File: config.mk
export PLATFORM = sky130hd
export DESIGN_NAME = sldu_operand_stage
export DESIGN_NICKNAME = d
export VERILOG_FILES = /design/src/sldu_cfg_pkg.sv /design/src/sldu_op_pkg.sv /design/src/sldu_operand_stage.sv
export SDC_FILE = /design/constraint.sdc
export NUM_CORES = 1
export LEC_CHECK = 0
export BUFFER_PORTS_ARGS = -buffer_cell sky130_fd_sc_hd__buf_2
export CELL_PAD_IN_SITES_DETAIL_PLACEMENT = 0
export CELL_PAD_IN_SITES_GLOBAL_PLACEMENT = 1
export CORE_AREA = 2 2 438 440
export CTS_CLUSTER_SIZE = 30
export DETAILED_ROUTE_END_ITERATION = 10
export DIE_AREA = 0 0 440 442
export GPL_TIMING_DRIVEN = 0
export PLACE_DENSITY = 0.37
export SYNTH_ARGS = -nofsm -noshare
export SYNTH_HDL_FRONTEND = slang
export SYNTH_SLANG_ARGS = --single-unit
File: constraint.sdc
create_clock -name clk -period 71.8 [get_ports clk]
set_input_delay 7.18 -clock clk [delete_from_list [all_inputs] [get_ports clk]]
set_output_delay 7.18 -clock clk [all_outputs]
set_load 0.05 [all_outputs]
File: src/sldu_cfg_pkg.sv
// ############################
// Sizing constants for the vector slide unit.
// Every file refers to them by scoped name,
// e.g. sldu_cfg_pkg::GROUP_W.
// ############################
package sldu_cfg_pkg;

    localparam int VLEN           = 128;                   // bits per vector register
    localparam int MAX_GROUP_REGS = 4;                     // lmul of 4 at most
    localparam int GROUP_W        = VLEN * MAX_GROUP_REGS;
    localparam int GROUP_BYTES    = GROUP_W / 8;           // 64 byte lanes
    localparam int OFFSET_W       = 7;                     // offset bits taken from rs1
    localparam int SCALAR_W       = 32;
    localparam int LATENCY        = 2;                     // start to done, in cycles

endpackage
File: src/sldu_op_pkg.sv
// ############################
// Operation and element-width encodings of the
// slide unit, plus the register-group word that
// is read per byte, halfword or word by sew.
// ############################
package sldu_op_pkg;

    typedef enum logic [2:0] {
        OP_SLIDE1UP   = 3'd0,
        OP_SLIDEUP    = 3'd1,
        OP_SLIDE1DOWN = 3'd2,
        OP_SLIDEDOWN  = 3'd3,
        OP_VMV        = 3'd4    // 5 to 7 are not valid
    } sldu_op_e;

    typedef enum logic [2:0] {
        SEW_8  = 3'd0,
        SEW_16 = 3'd1,
        SEW_32 = 3'd2
    } sew_e;

    typedef enum logic [2:0] {
        LMUL_1 = 3'd0,
        LMUL_2 = 3'd1,
        LMUL_4 = 3'd2
    } lmul_e;

    // one register group, element 0 in the low bits
    typedef union packed {
        logic [sldu_cfg_pkg::GROUP_BYTES-1:0][7:0]   e8;
        logic [sldu_cfg_pkg::GROUP_W/16-1:0][15:0]   e16;
        logic [sldu_cfg_pkg::GROUP_W/32-1:0][31:0]   e32;
    } vgroup_u;

endpackage

File: src/sldu_operand_stage.sv
// ############################
// First pipeline stage of the slide unit.
// Captures the register group and rs1 on start
// and turns op, sew and lmul into byte-level
// controls for the shifter and result merge.
// ############################
`timescale 1ns/1ps

module sldu_operand_stage (
    input  logic                                clk,
    input  logic                                rst_n,
    input  logic                                start,
    input  logic [2:0]                          op_instr,
    input  logic [2:0]                          sew,
    input  logic [2:0]                          lmul,
    input  logic [sldu_cfg_pkg::VLEN-1:0]       vs2_1,        // lowest register
    input  logic [sldu_cfg_pkg::VLEN-1:0]       vs2_2,
    input  logic [sldu_cfg_pkg::VLEN-1:0]       vs2_3,
    input  logic [sldu_cfg_pkg::VLEN-1:0]       vs2_4,
    input  logic [sldu_cfg_pkg::SCALAR_W-1:0]   rs1,
    output logic                                valid,
    output sldu_op_pkg::vgroup_u                src_group,
    output logic [sldu_cfg_pkg::SCALAR_W-1:0]   scalar,
    output logic [2:0]                          elem_bytes,
    output logic [6:0]                          group_bytes_used,
    output logic                                shift_dir,    // high moves toward element 0
    output logic [8:0]                          shift_bytes,
    output logic                                insert_scalar,
    output logic [5:0]                          insert_index
);

    localparam int REG_BYTES = sldu_cfg_pkg::VLEN / 8;

    logic [1:0]                              elem_shift;  // log2 of element bytes
    logic [sldu_cfg_pkg::MAX_GROUP_REGS-1:0] reg_en;
    logic [6:0]                              grp_bytes;
    logic [6:0]                              n_elems;
    logic [8:0]                              off_bytes;
    logic [2:0]                              eb;
    logic                                    op_ok;
    logic                                    dir;
    logic                                    ins;
    logic [8:0]                              amt;
    logic [5:0]                              ins_idx;
    sldu_op_pkg::vgroup_u                    src_next;

    always_comb begin
        case (sew)
            sldu_op_pkg::SEW_8:  elem_shift = 2'd0;
            sldu_op_pkg::SEW_16: elem_shift = 2'd1;
            sldu_op_pkg::SEW_32: elem_shift = 2'd2;
            default:             elem_shift = 2'd0;   // unknown sew acts as e8
        endcase
        case (lmul)
            sldu_op_pkg::LMUL_2: reg_en = 4'b0011;
            sldu_op_pkg::LMUL_4: reg_en = 4'b1111;
            default:             reg_en = 4'b0001;    // LMUL_1 and unknown codes
        endcase
        grp_bytes = 7'($countones(reg_en) * REG_BYTES);
        n_elems   = grp_bytes >> elem_shift;
        off_bytes = 9'(rs1[sldu_cfg_pkg::OFFSET_W-1:0]) << elem_shift;
        eb        = 3'b001 << elem_shift;

        // registers outside the group never reach the shifter
        src_next = {vs2_4 & {sldu_cfg_pkg::VLEN{reg_en[3]}},
                    vs2_3 & {sldu_cfg_pkg::VLEN{reg_en[2]}},
                    vs2_2 & {sldu_cfg_pkg::VLEN{reg_en[1]}},
                    vs2_1};

        op_ok   = 1'b1;
        dir     = 1'b0;
        amt     = off_bytes;
        ins     = 1'b0;
        ins_idx = 6'd0;
        case (op_instr)
            sldu_op_pkg::OP_SLIDE1UP: begin
                amt = {6'd0, eb};
                ins = 1'b1;
            end
            sldu_op_pkg::OP_SLIDEUP: ;
            sldu_op_pkg::OP_SLIDE1DOWN: begin
                dir     = 1'b1;
                amt     = {6'd0, eb};
                ins     = 1'b1;
                ins_idx = 6'(n_elems - 7'd1);   // last element of the group
            end
            sldu_op_pkg::OP_SLIDEDOWN: dir = 1'b1;
            sldu_op_pkg::OP_VMV: begin
                dir = 1'b1;
                amt = 9'(sldu_cfg_pkg::GROUP_BYTES);   // shifts everything out
                ins = 1'b1;
            end
            default: op_ok = 1'b0;
        endcase
    end

    always_ff @(posedge clk) begin
        if (!rst_n) begin
            valid <= 1'b0;
        end else begin
            valid <= start && op_ok;
        end
    end

    always_ff @(posedge clk) begin
        if (start && op_ok) begin
            src_group        <= src_next;
            scalar           <= rs1;
            elem_bytes       <= eb;
            group_bytes_used <= grp_bytes;
            shift_dir        <= dir;
            shift_bytes      <= amt;
            insert_scalar    <= ins;
            insert_index     <= ins_idx;
        end
    end

endmodule

==> results of run 1 <==
cell usage after synthesis (2+ instances only):
| master | n |
|---|---|
| mux2i_1 | 6 |
| edfxtp_1 | 567 |
| a211oi_1 | 5 |
| buf_6 | 3 |
| buf_4 | 7 |
| conb_1 | 2 |
| a21oi_1 | 7 |
| buf_2 | 3 |
| and2_1 | 385 |
| nand2b_1 | 6 |
| nor3_1 | 2 |
| nor2_1 | 9 |
| inv_1 | 3 |
| clkbuf_2 | 22 |
| nand2_1 | 7 |
| clkbuf_1 | 15 |
per-stage QoR:
stage	hold slack, ns	std cells	total power, uW	TNS (ns)	worst slack, ns
after floorplan	7.28	1077	544	0	20.95
final	6.65	4906	975	0	61.84
after global placement	7.36	4708	627	-3179.35	-6.30
after CTS	6.53	4881	1000	0	61.86
after global routing	6.57	4900	1010	0	61.67
after detailed placement	7.36	4735	580	0	61.06
report_power, final:
| group | internal (uW) | total [uW] | switching [uW] |
|---|---|---|---|
| clock | 238 | 407 | 169 |
| sequential | 393 | 400 | 6.80 |
| combinational | 36.3 | 168 | 132 |
kinds of logic (layout without fill, tap and decap cells):
kind of cell               after synthesis  after routing  synth area share [%]
and+or+nand+nor                        419            419                  12.9
adders and majority gates                1              1                0.0620
muxes                                    7              7                 0.353
buffers and inverters                   55           1348                  1.43
other                                    2             30                0.0372
DFF                                    568            568                  84.5
AOI/OAI and AO/OA                       22             22                 0.738
registers in the layout, indices dropped and copies added, names as in the netlist:
name	cells
scalar	32
insert_scalar	1
valid	1
insert_index	6
shift_bytes	9
elem_bytes	3
group_bytes_used	3
shift_dir	1
src_group	512
per-layer routing:
metal  GRT usage (%)  vias up  wire length, um  share of wire, %
met4            4.72       86             4250               3.8
li1                -     6383                -                 -
met3            4.91      255            10800               9.7
met5           0.347        -              578              0.52
met2            19.8      675            57500                52
met1            11.1     6765            38400                34
worst max-delay path, cell delays in order:
cell and delay [ns]:
buf_2 0.13, or2_2 0.34, a21boi_4 0.55, buf_12 0.27, buf_12 0.21, buf_12 0.20, buf_12 0.21, buf_16 0.19
buf_16 0.18, buf_16 0.19, buf_12 0.20, buf_12 0.20, buf_16 0.18
worst max path at each step:
stage,startpoint,end,slack (ns),cells after the start
2_1_floorplan,op_instr[1],valid,20.95,3
3_3_place_gp,op_instr[0],valid,-6.30,4
3_5_place_dp,op_instr[0],src_group[113],61.06,13
4_1_cts,op_instr[0],src_group[335],61.86,13
5_1_grt,op_instr[0],src_group[304],61.67,13
6_report,op_instr[0],src_group[304],61.84,13
area by class of cell:
| cell class | instances | share of cell area [%] |
|---|---|---|
| inverters | 5 | 0.0621 |
| repair buffers | 1147 | 19.3 |
| clock inverters | 56 | 1.82 |
| clock buffers | 90 | 6.32 |
| flip-flops and latches | 568 | 52.8 |
| well taps | 2511 | 9.74 |
| plain buffers | 50 | 0.830 |
| diodes | 25 | 0.194 |
| multi-input cells | 454 | 8.88 |
==> impl_metrics.yaml, run 1 <==
status:
  status: "finished clean"
floorplan:
  coreArea_um2: 190000
  fp-row-count: 160
  dieHeight_um: 442
  start_util_pct: 10.6
  fp.dieW_um: 440
  io_pins: 1128
  die_area_um2: 194000
route:
  drc: 0
  wl_per_cell_um: 22.7
  wl_mm: 111
  viasPerCell: 2.89
  drt_iter0_markers: 625
  via_count: 14164
  ant_nets: 0
  dr.pass1.iters: 5
yosys:
  ys_seq_elements: 568
  netlist_area_um2: 20200
  synthDominantCellAreaShare_pct: 84.4
  ys_top_cells_by_area: "edfxtp_1, and2_1, clkbuf_2, mux2i_1, clkbuf_1"
  yosysSeqAreaShare_pct: 84.5
  yosysWarnings: 0
  synth_top_cell_by_area: "edfxtp_1"
  async_flop_share_pct: 0
  synth-edff-count: 567
  syn_area_per_cell_um2: 18.8
  synth_ff_type: "edfxtp_1"
  ys_types: 41
  syn_inst: 1074
clock_tree:
  ctsResizeCount: 0
  cts_tree: "built"
  clock-sinks: 568
  clkSlewWorstSetupHoldPaths_ns: 0.06
  postCtsSetupRepairBufs: 0
  postCtsHoldBufs: 0
  clockRootBuffer: "clkbuf_16"
  cts-htree-levels: 3
  cts_buffer_depth: 3
  cts_buffers: 79
hold_path:
  min_path_type: "in2reg"
  worstHoldStart: "rs1[27]"
  hold-path-endpoint: "scalar[27]"
  worstHoldPathCells: 1
sta:
  grt_setup_unrepaired: "false"
  drv_slew: 0
  relSlewSlack_pct: 47.0
  period_share_pct: 13.9
  worstMarginPinSlew_ns: 0.795
  min_period_ns: 9.96
  hold_viol_final: 0
  max_freq_mhz: 100
  setup_violations: 0
place:
  buffer_ports.inserted: 1120
  place_hpwl_mm: 93.0
  placed_area_um2: 29600
  place_congestion: 0.783
global_route:
  grt_util_all_layers_pct: 11.1
  grt_max_degree: 28
  overflow: 0
  antenna_found_initial: 108
  grt_pass1_vias: 14363
  grt_pass1_wl_mm: 142
power_and_ir_drop:
  p_leak_uw: 0.0123
  peakVddDrop_v: 0.0000140
  power_density_nw_per_um2: 30.2
job:
  max-cap-violations: 0
setup_path:
  end_kind: "register"
  crit_path_max_fanout: 24
  start_kind: "input port"
  critPathArrivalTime_ns: 10.36
  crit_type: "in2reg"
  cp.required_ns: 72.20
final_layout:
  final-seq-area_um2: 17000
  syn2layout_area_growth_pct: 59.9
  final_cell_mix: "buf_2, edfxtp_1, and2_1"
  final_util_pct: 17.0
  drive_gt1_share_pct: 55.3
  fillers: 21030
  final_common_cell: "buf_2"
  stdcell_area_um2: 32300
  fin_nets: 2862
  multi_input_area_um2: 2870
No activity file was read; power rests on OpenSTA's default activity.
==> run 2: changes to the inputs <==
--- a/config.mk
+++ b/config.mk
@@ -8,12 +8,12 @@
 export BUFFER_PORTS_ARGS = -buffer_cell sky130_fd_sc_hd__buf_2
 export CELL_PAD_IN_SITES_DETAIL_PLACEMENT = 0
 export CELL_PAD_IN_SITES_GLOBAL_PLACEMENT = 1
-export CORE_AREA = 2 2 438 440
+export CORE_AREA = 2 2 437 439
 export CTS_CLUSTER_SIZE = 30
 export DETAILED_ROUTE_END_ITERATION = 10
-export DIE_AREA = 0 0 440 442
+export DIE_AREA = 0 0 439 441
 export GPL_TIMING_DRIVEN = 0
-export PLACE_DENSITY = 0.37
+export PLACE_DENSITY = 0.38
 export SYNTH_ARGS = -nofsm -noshare
 export SYNTH_HDL_FRONTEND = slang
 export SYNTH_SLANG_ARGS = --single-unit
==> constraint.sdc (replaced) <==
create_clock -name clk -period 9.5 [get_ports clk]
set_input_delay 0.95 -clock clk [delete_from_list [all_inputs] [get_ports clk]]
set_output_delay 0.95 -clock clk [all_outputs]
set_load 0.05 [all_outputs]
==> run 2 against run 1 <==
  * Global-route usage decreased by 0.73 points
  * Worst setup slack got worse by 56 ns
  * Wire length decreased by 5.0%
  * First-iteration DRC count decreased by 3.5%
  * Die area decreased by 0.45%
  * Final area decreased by 0.71%
  * Highest routed layer unchanged
  * Core utilization decreased by 0.086 points
  * Combinational power increased to 7.6 times the previous value
  * Clock power increased to 7.0 times the previous value
  * Critical path depth increased by 1
  * Power increased to 7.3 times the previous value
  * Cell count decreased by 0.45%
  * Critical endpoint is now scalar[30]
  * Critical path type unchanged
==> impl_metrics.yaml, run 2 (synthesis results as in run 1) <==
final_layout:
  final-seq-area_um2: 17000
  stdcell_area_um2: 32000
  final_cell_mix: "buf_2, edfxtp_1, and2_1"
  drive_gt1_share_pct: 54.7
  final_cells: 4884
  fillers: 21016
  syn2layout_area_growth_pct: 58.7
  multi_input_area_um2: 2870
  regMostFlops: "src_group"
  top_regs: "src_group (512), scalar (32), shift_bytes (9)"
  fin_nets: 2859
  final_common_cell: "buf_2"
  largest_register_ffs: 512
clock_tree:
  clkSlewWorstSetupHoldPaths_ns: 0.05
  cts_buffer_depth: 3
  postCtsHoldBufs: 0
  clock-sinks: 568
  clockRootBuffer: "clkbuf_16"
  cts-htree-levels: 3
  cts_tree: "built"
  postCtsSetupRepairBufs: 0
  cts_buffers: 76
  ctsResizeCount: 0
hold_path:
  min_path_type: "in2reg"
global_route:
  grt_pass1_vias: 14079
  overflow: 0
  grt_pass1_wl_mm: 133
  grt_max_degree: 29
  antenna_found_initial: 78
  grt_util_all_layers_pct: 10.4
setup_path:
  cp.required_ns: 9.88
  critPathArrivalTime_ns: 4.15
  crit_type: "in2reg"
  end_kind: "register"
  crit_path_max_fanout: 28
  start_kind: "input port"
route:
  viasPerCell: 2.90
  drc: 0
  via_count: 14159
  ant_nets: 0
  wl_met1_mm: 36.8
  top_layer: "met5"
  route.met3.wl_mm: 11.3
  wl_met2_mm: 54.2
  drt_iter0_markers: 603
  dr.pass1.iters: 5
  wl_per_cell_um: 21.7
  wl_mm: 106
sta:
  finalSetupTns_ns: 0
  grt_setup_unrepaired: "false"
  whs_ns: 0.428
  setup_violations: 0
  drv_slew: 0
  min_period_ns: 3.77
  max_freq_mhz: 266
  hold_viol_final: 0
  worstMarginPinSlew_ns: 0.669
  period_share_pct: 39.6
  relSlewSlack_pct: 55.4
place:
  place_congestion: 0.815
  dp.cells: 4735
  place_hpwl_mm: 88.4
  placed_area_um2: 29600
  buffer_ports.inserted: 1120
power_and_ir_drop:
  p_sw_share_pct: 31.5
  p_total_uw: 7150
  p_switching_uw: 2250
  p_leak_uw: 0.0122
  pwr-share-clk_pct: 39.9
  combPwrFrac_pct: 17.8
  peakVddDrop_v: 0.000108
  seq_power_share_pct: 42.4
  power_density_nw_per_um2: 223
  cellInternalPower_uw: 4900
floorplan:
  die_area_um2: 194000
  fp.dieW_um: 439
  fp-row-count: 160
  io_pins: 1128
  dieHeight_um: 441
  coreArea_um2: 189000
  start_util_pct: 10.7
status:
  status: "finished clean"
job:
  max-cap-violations: 0
-- run 2: cell types whose count changed in the layout (fill, tap and decap cells not counted), sizes merged --
cell	delta
inv	-2
clkinvlp	-4
clkinv	-6
bufinv	-4
clkbuf	+7
diode	-13
-- run 2: worst max-delay path, cell delays in order --
cell and delay, ns:
buf_2 0.14, or2_2 0.34, a21boi_4 0.48, buf_16 0.21
buf_12 0.19, buf_12 0.19, buf_12 0.20, buf_12 0.20
buf_16 0.19, buf_16 0.18, buf_16 0.18, buf_12 0.20
buf_16 0.18, buf_12 0.20
-- run 2: per-layer routing --
layer | vias up | track usage (%)
li1 | 6377 | -
met1 | 6819 | 10.6
met2 | 662 | 18.0
met3 | 223 | 5.22
met4 | 78 | 3.70
met5 | - | 0
-- run 2: layout make-up --
class,instances,area share (%)
antenna,12,0.0938
buffer,50,0.902
clock buffer,97,6.32
clock inverter,40,1.22
inverter,5,0.0625
multi-input combinational,454,8.95
sequential,568,53.2
tap,2511,9.81
timing repair buffer,1147,19.4
-- run 2: power groups by stage --
stage	Sequential (uW)	Clock, uW	Combinational (uW)
4_1_cts	3030	3000	1300
3_3_place_gp	3160	0	1270
5_1_grt	3050	3070	1320
6_report	3030	2850	1270
2_1_floorplan	3810	0	111
3_5_place_dp	3080	0	1300
-- run 2: through the flow --
stage	setup WS, ns	utilization, %
detailed placement	4.96	15.6
finish	5.73	16.9
CTS	5.75	16.9
global placement	-8.19	15.3
global route	5.55	16.9
floorplan	-1.81	-
-- run 2: path summary, 6_finish.rpt --
| kind | start | end | slack (ns) | cells past startpoint |
|---|---|---|---|---|
| hold / removal | vs2_1[10] | src_group[10] | 0.43 | 1 |
| setup / recovery | op_instr[0] | scalar[30] | 5.73 | 14 |
==> run 3: changes to the inputs <==
==> constraint.sdc (replaced) <==
create_clock -name clk -period 3.8 [get_ports clk]
set_input_delay 0.38 -clock clk [delete_from_list [all_inputs] [get_ports clk]]
set_output_delay 0.38 -clock clk [all_outputs]
set_load 0.05 [all_outputs]
==> run 3 against run 2 <==
  * Die area did not move
  * Cell count rose by 10%
  * Critical path depth rose by 1
==> impl_metrics.yaml, run 3 (synthesis results as in run 1) <==
global_route:
  grt_pass1_wl_mm: 138
  grt_max_degree: 29
  overflow: 0
  grt_util_all_layers_pct: 10.5
  grt_pass1_vias: 16376
  antenna_found_initial: 54
final_layout:
  fin_nets: 3362
  final_util_pct: 19.6
  syn2layout_area_growth_pct: 83.7
  final_cell_mix: "buf_2, edfxtp_1, dlygate4sd3_1"
  final_cells: 5392
  final_common_cell: "buf_2"
  regMostFlops: "src_group"
  drive_gt1_share_pct: 45.1
  largest_register_ffs: 512
  top_regs: "src_group (512), scalar (32), shift_bytes (9)"
sta:
  setup_violations: 0
  relSlewSlack_pct: 54.3
  worstMarginPinSlew_ns: 0.686
  finalSetupTns_ns: 0
  hold_viol_final: 0
  min_period_ns: 3.50
  max_freq_mhz: 286
  grt_setup_unrepaired: "false"
  period_share_pct: 92.1
  finalWorstSetupSlack_ns: 0.300
  drv_slew: 0
place:
  place_hpwl_mm: 88.4
  pre_cts_ws_ns: -0.171
  place_congestion: 0.815
  buffer_ports.inserted: 1120
  dp.cells: 4735
power_and_ir_drop:
  p_total_uw: 18300
  power_density_nw_per_um2: 495
  p_leak_uw: 0.0143
  peakVddDrop_v: 0.000271
clock_tree:
  clockRootBuffer: "clkbuf_16"
  ctsResizeCount: 0
  cts_buffer_depth: 3
  cts-htree-levels: 3
  cts_buffers: 76
  clock-sinks: 568
  cts_tree: "built"
  clkSlewWorstSetupHoldPaths_ns: 0.05
floorplan:
  start_util_pct: 10.7
  fp-row-count: 160
  coreArea_um2: 189000
  dieHeight_um: 441
  io_pins: 1128
  fp.dieW_um: 439
  die_area_um2: 194000
setup_path:
  critPathArrivalTime_ns: 3.88
  cp-endpoint: "src_group[117]"
  cp-startpoint: "op_instr[0]"
  end_kind: "register"
  crit_type: "in2reg"
  crit_path_max_fanout: 28
  cp.required_ns: 4.18
  start_kind: "input port"
job:
  max-cap-violations: 0
route:
  wl_mm: 108
  dr.pass1.iters: 4
  via_count: 15945
  drc: 0
  viasPerCell: 2.96
  drt_iter0_markers: 722
  wl_per_cell_um: 20.0
  ant_nets: 0
status:
  status: "finished clean"
hold_path:
  min_path_type: "in2reg"
[run 3: changes by cell type in the layout (fill, tap and decap cells not counted), sizes merged]
cell / delta
dlygate4sd3: +501
diode: +5
buf: +2
[run 3: worst min path at each step]
stage	from	end	cells after the start
after global routing	vs2_4[57]	src_group[441]	2
after CTS	vs2_3[96]	src_group[352]	2
after global placement	rs1[14]	scalar[14]	1
after floorplan	rs1[0]	scalar[0]	0
final	vs2_3[96]	src_group[352]	2
after detailed placement	vs2_1[9]	src_group[9]	1
[run 3: layout make-up]
| cell class | instances | area, um2 |
|---|---|---|
| fill | 20737 | 152000 |
| clock inverter | 40 | 392 |
| timing repair buffer | 1650 | 11300 |
| antenna | 17 | 42.5 |
| tap | 2511 | 3140 |
| inverter | 5 | 20.0 |
| sequential | 568 | 17000 |
| multi-input combinational | 454 | 2870 |
| clock buffer | 97 | 2020 |
| buffer | 50 | 289 |
[run 3: metrics by stage]
step	instance area [um2]	hold WS (ns)
global placement	29000	0.557
finish	37100	0.0688
CTS	37000	0.00365
detailed placement	29600	0.558
global route	37000	0.0349
floorplan	20200	0.479
[run 3: what timing repair did]
action	4_1_cts	5_1_grt
endpoints found under the hold margin	502	0
endpoints found under the setup margin	0	56
buffers inserted	0	2
hold buffers	501	0
[run 3: where the power goes]
part           leakage (uW)  switching (uW)  internal (uW)
logic               0.00807            2600           1030
clock network       0.00116            3030           4120
registers           0.00504             140           7430
total                0.0143            5760          12600
[run 3: critical path: stages]
cell and delay (ns):
dlygate4sd3_1 0.54, buf_2 0.16, or2_2 0.34, a21boi_4 0.21, buf_4 0.16, buf_12 0.19
buf_12 0.22, buf_16 0.19, buf_16 0.19, buf_12 0.19, buf_12 0.20, buf_12 0.21
buf_16 0.17, buf_12 0.19, buf_12 0.21
[run 3: metal layers]
layer  track usage [%]  wire (um)
met4              3.76       2840
met5             0.844        532
met2              18.3      55100
met1              11.6      40600
met3              3.96       8720
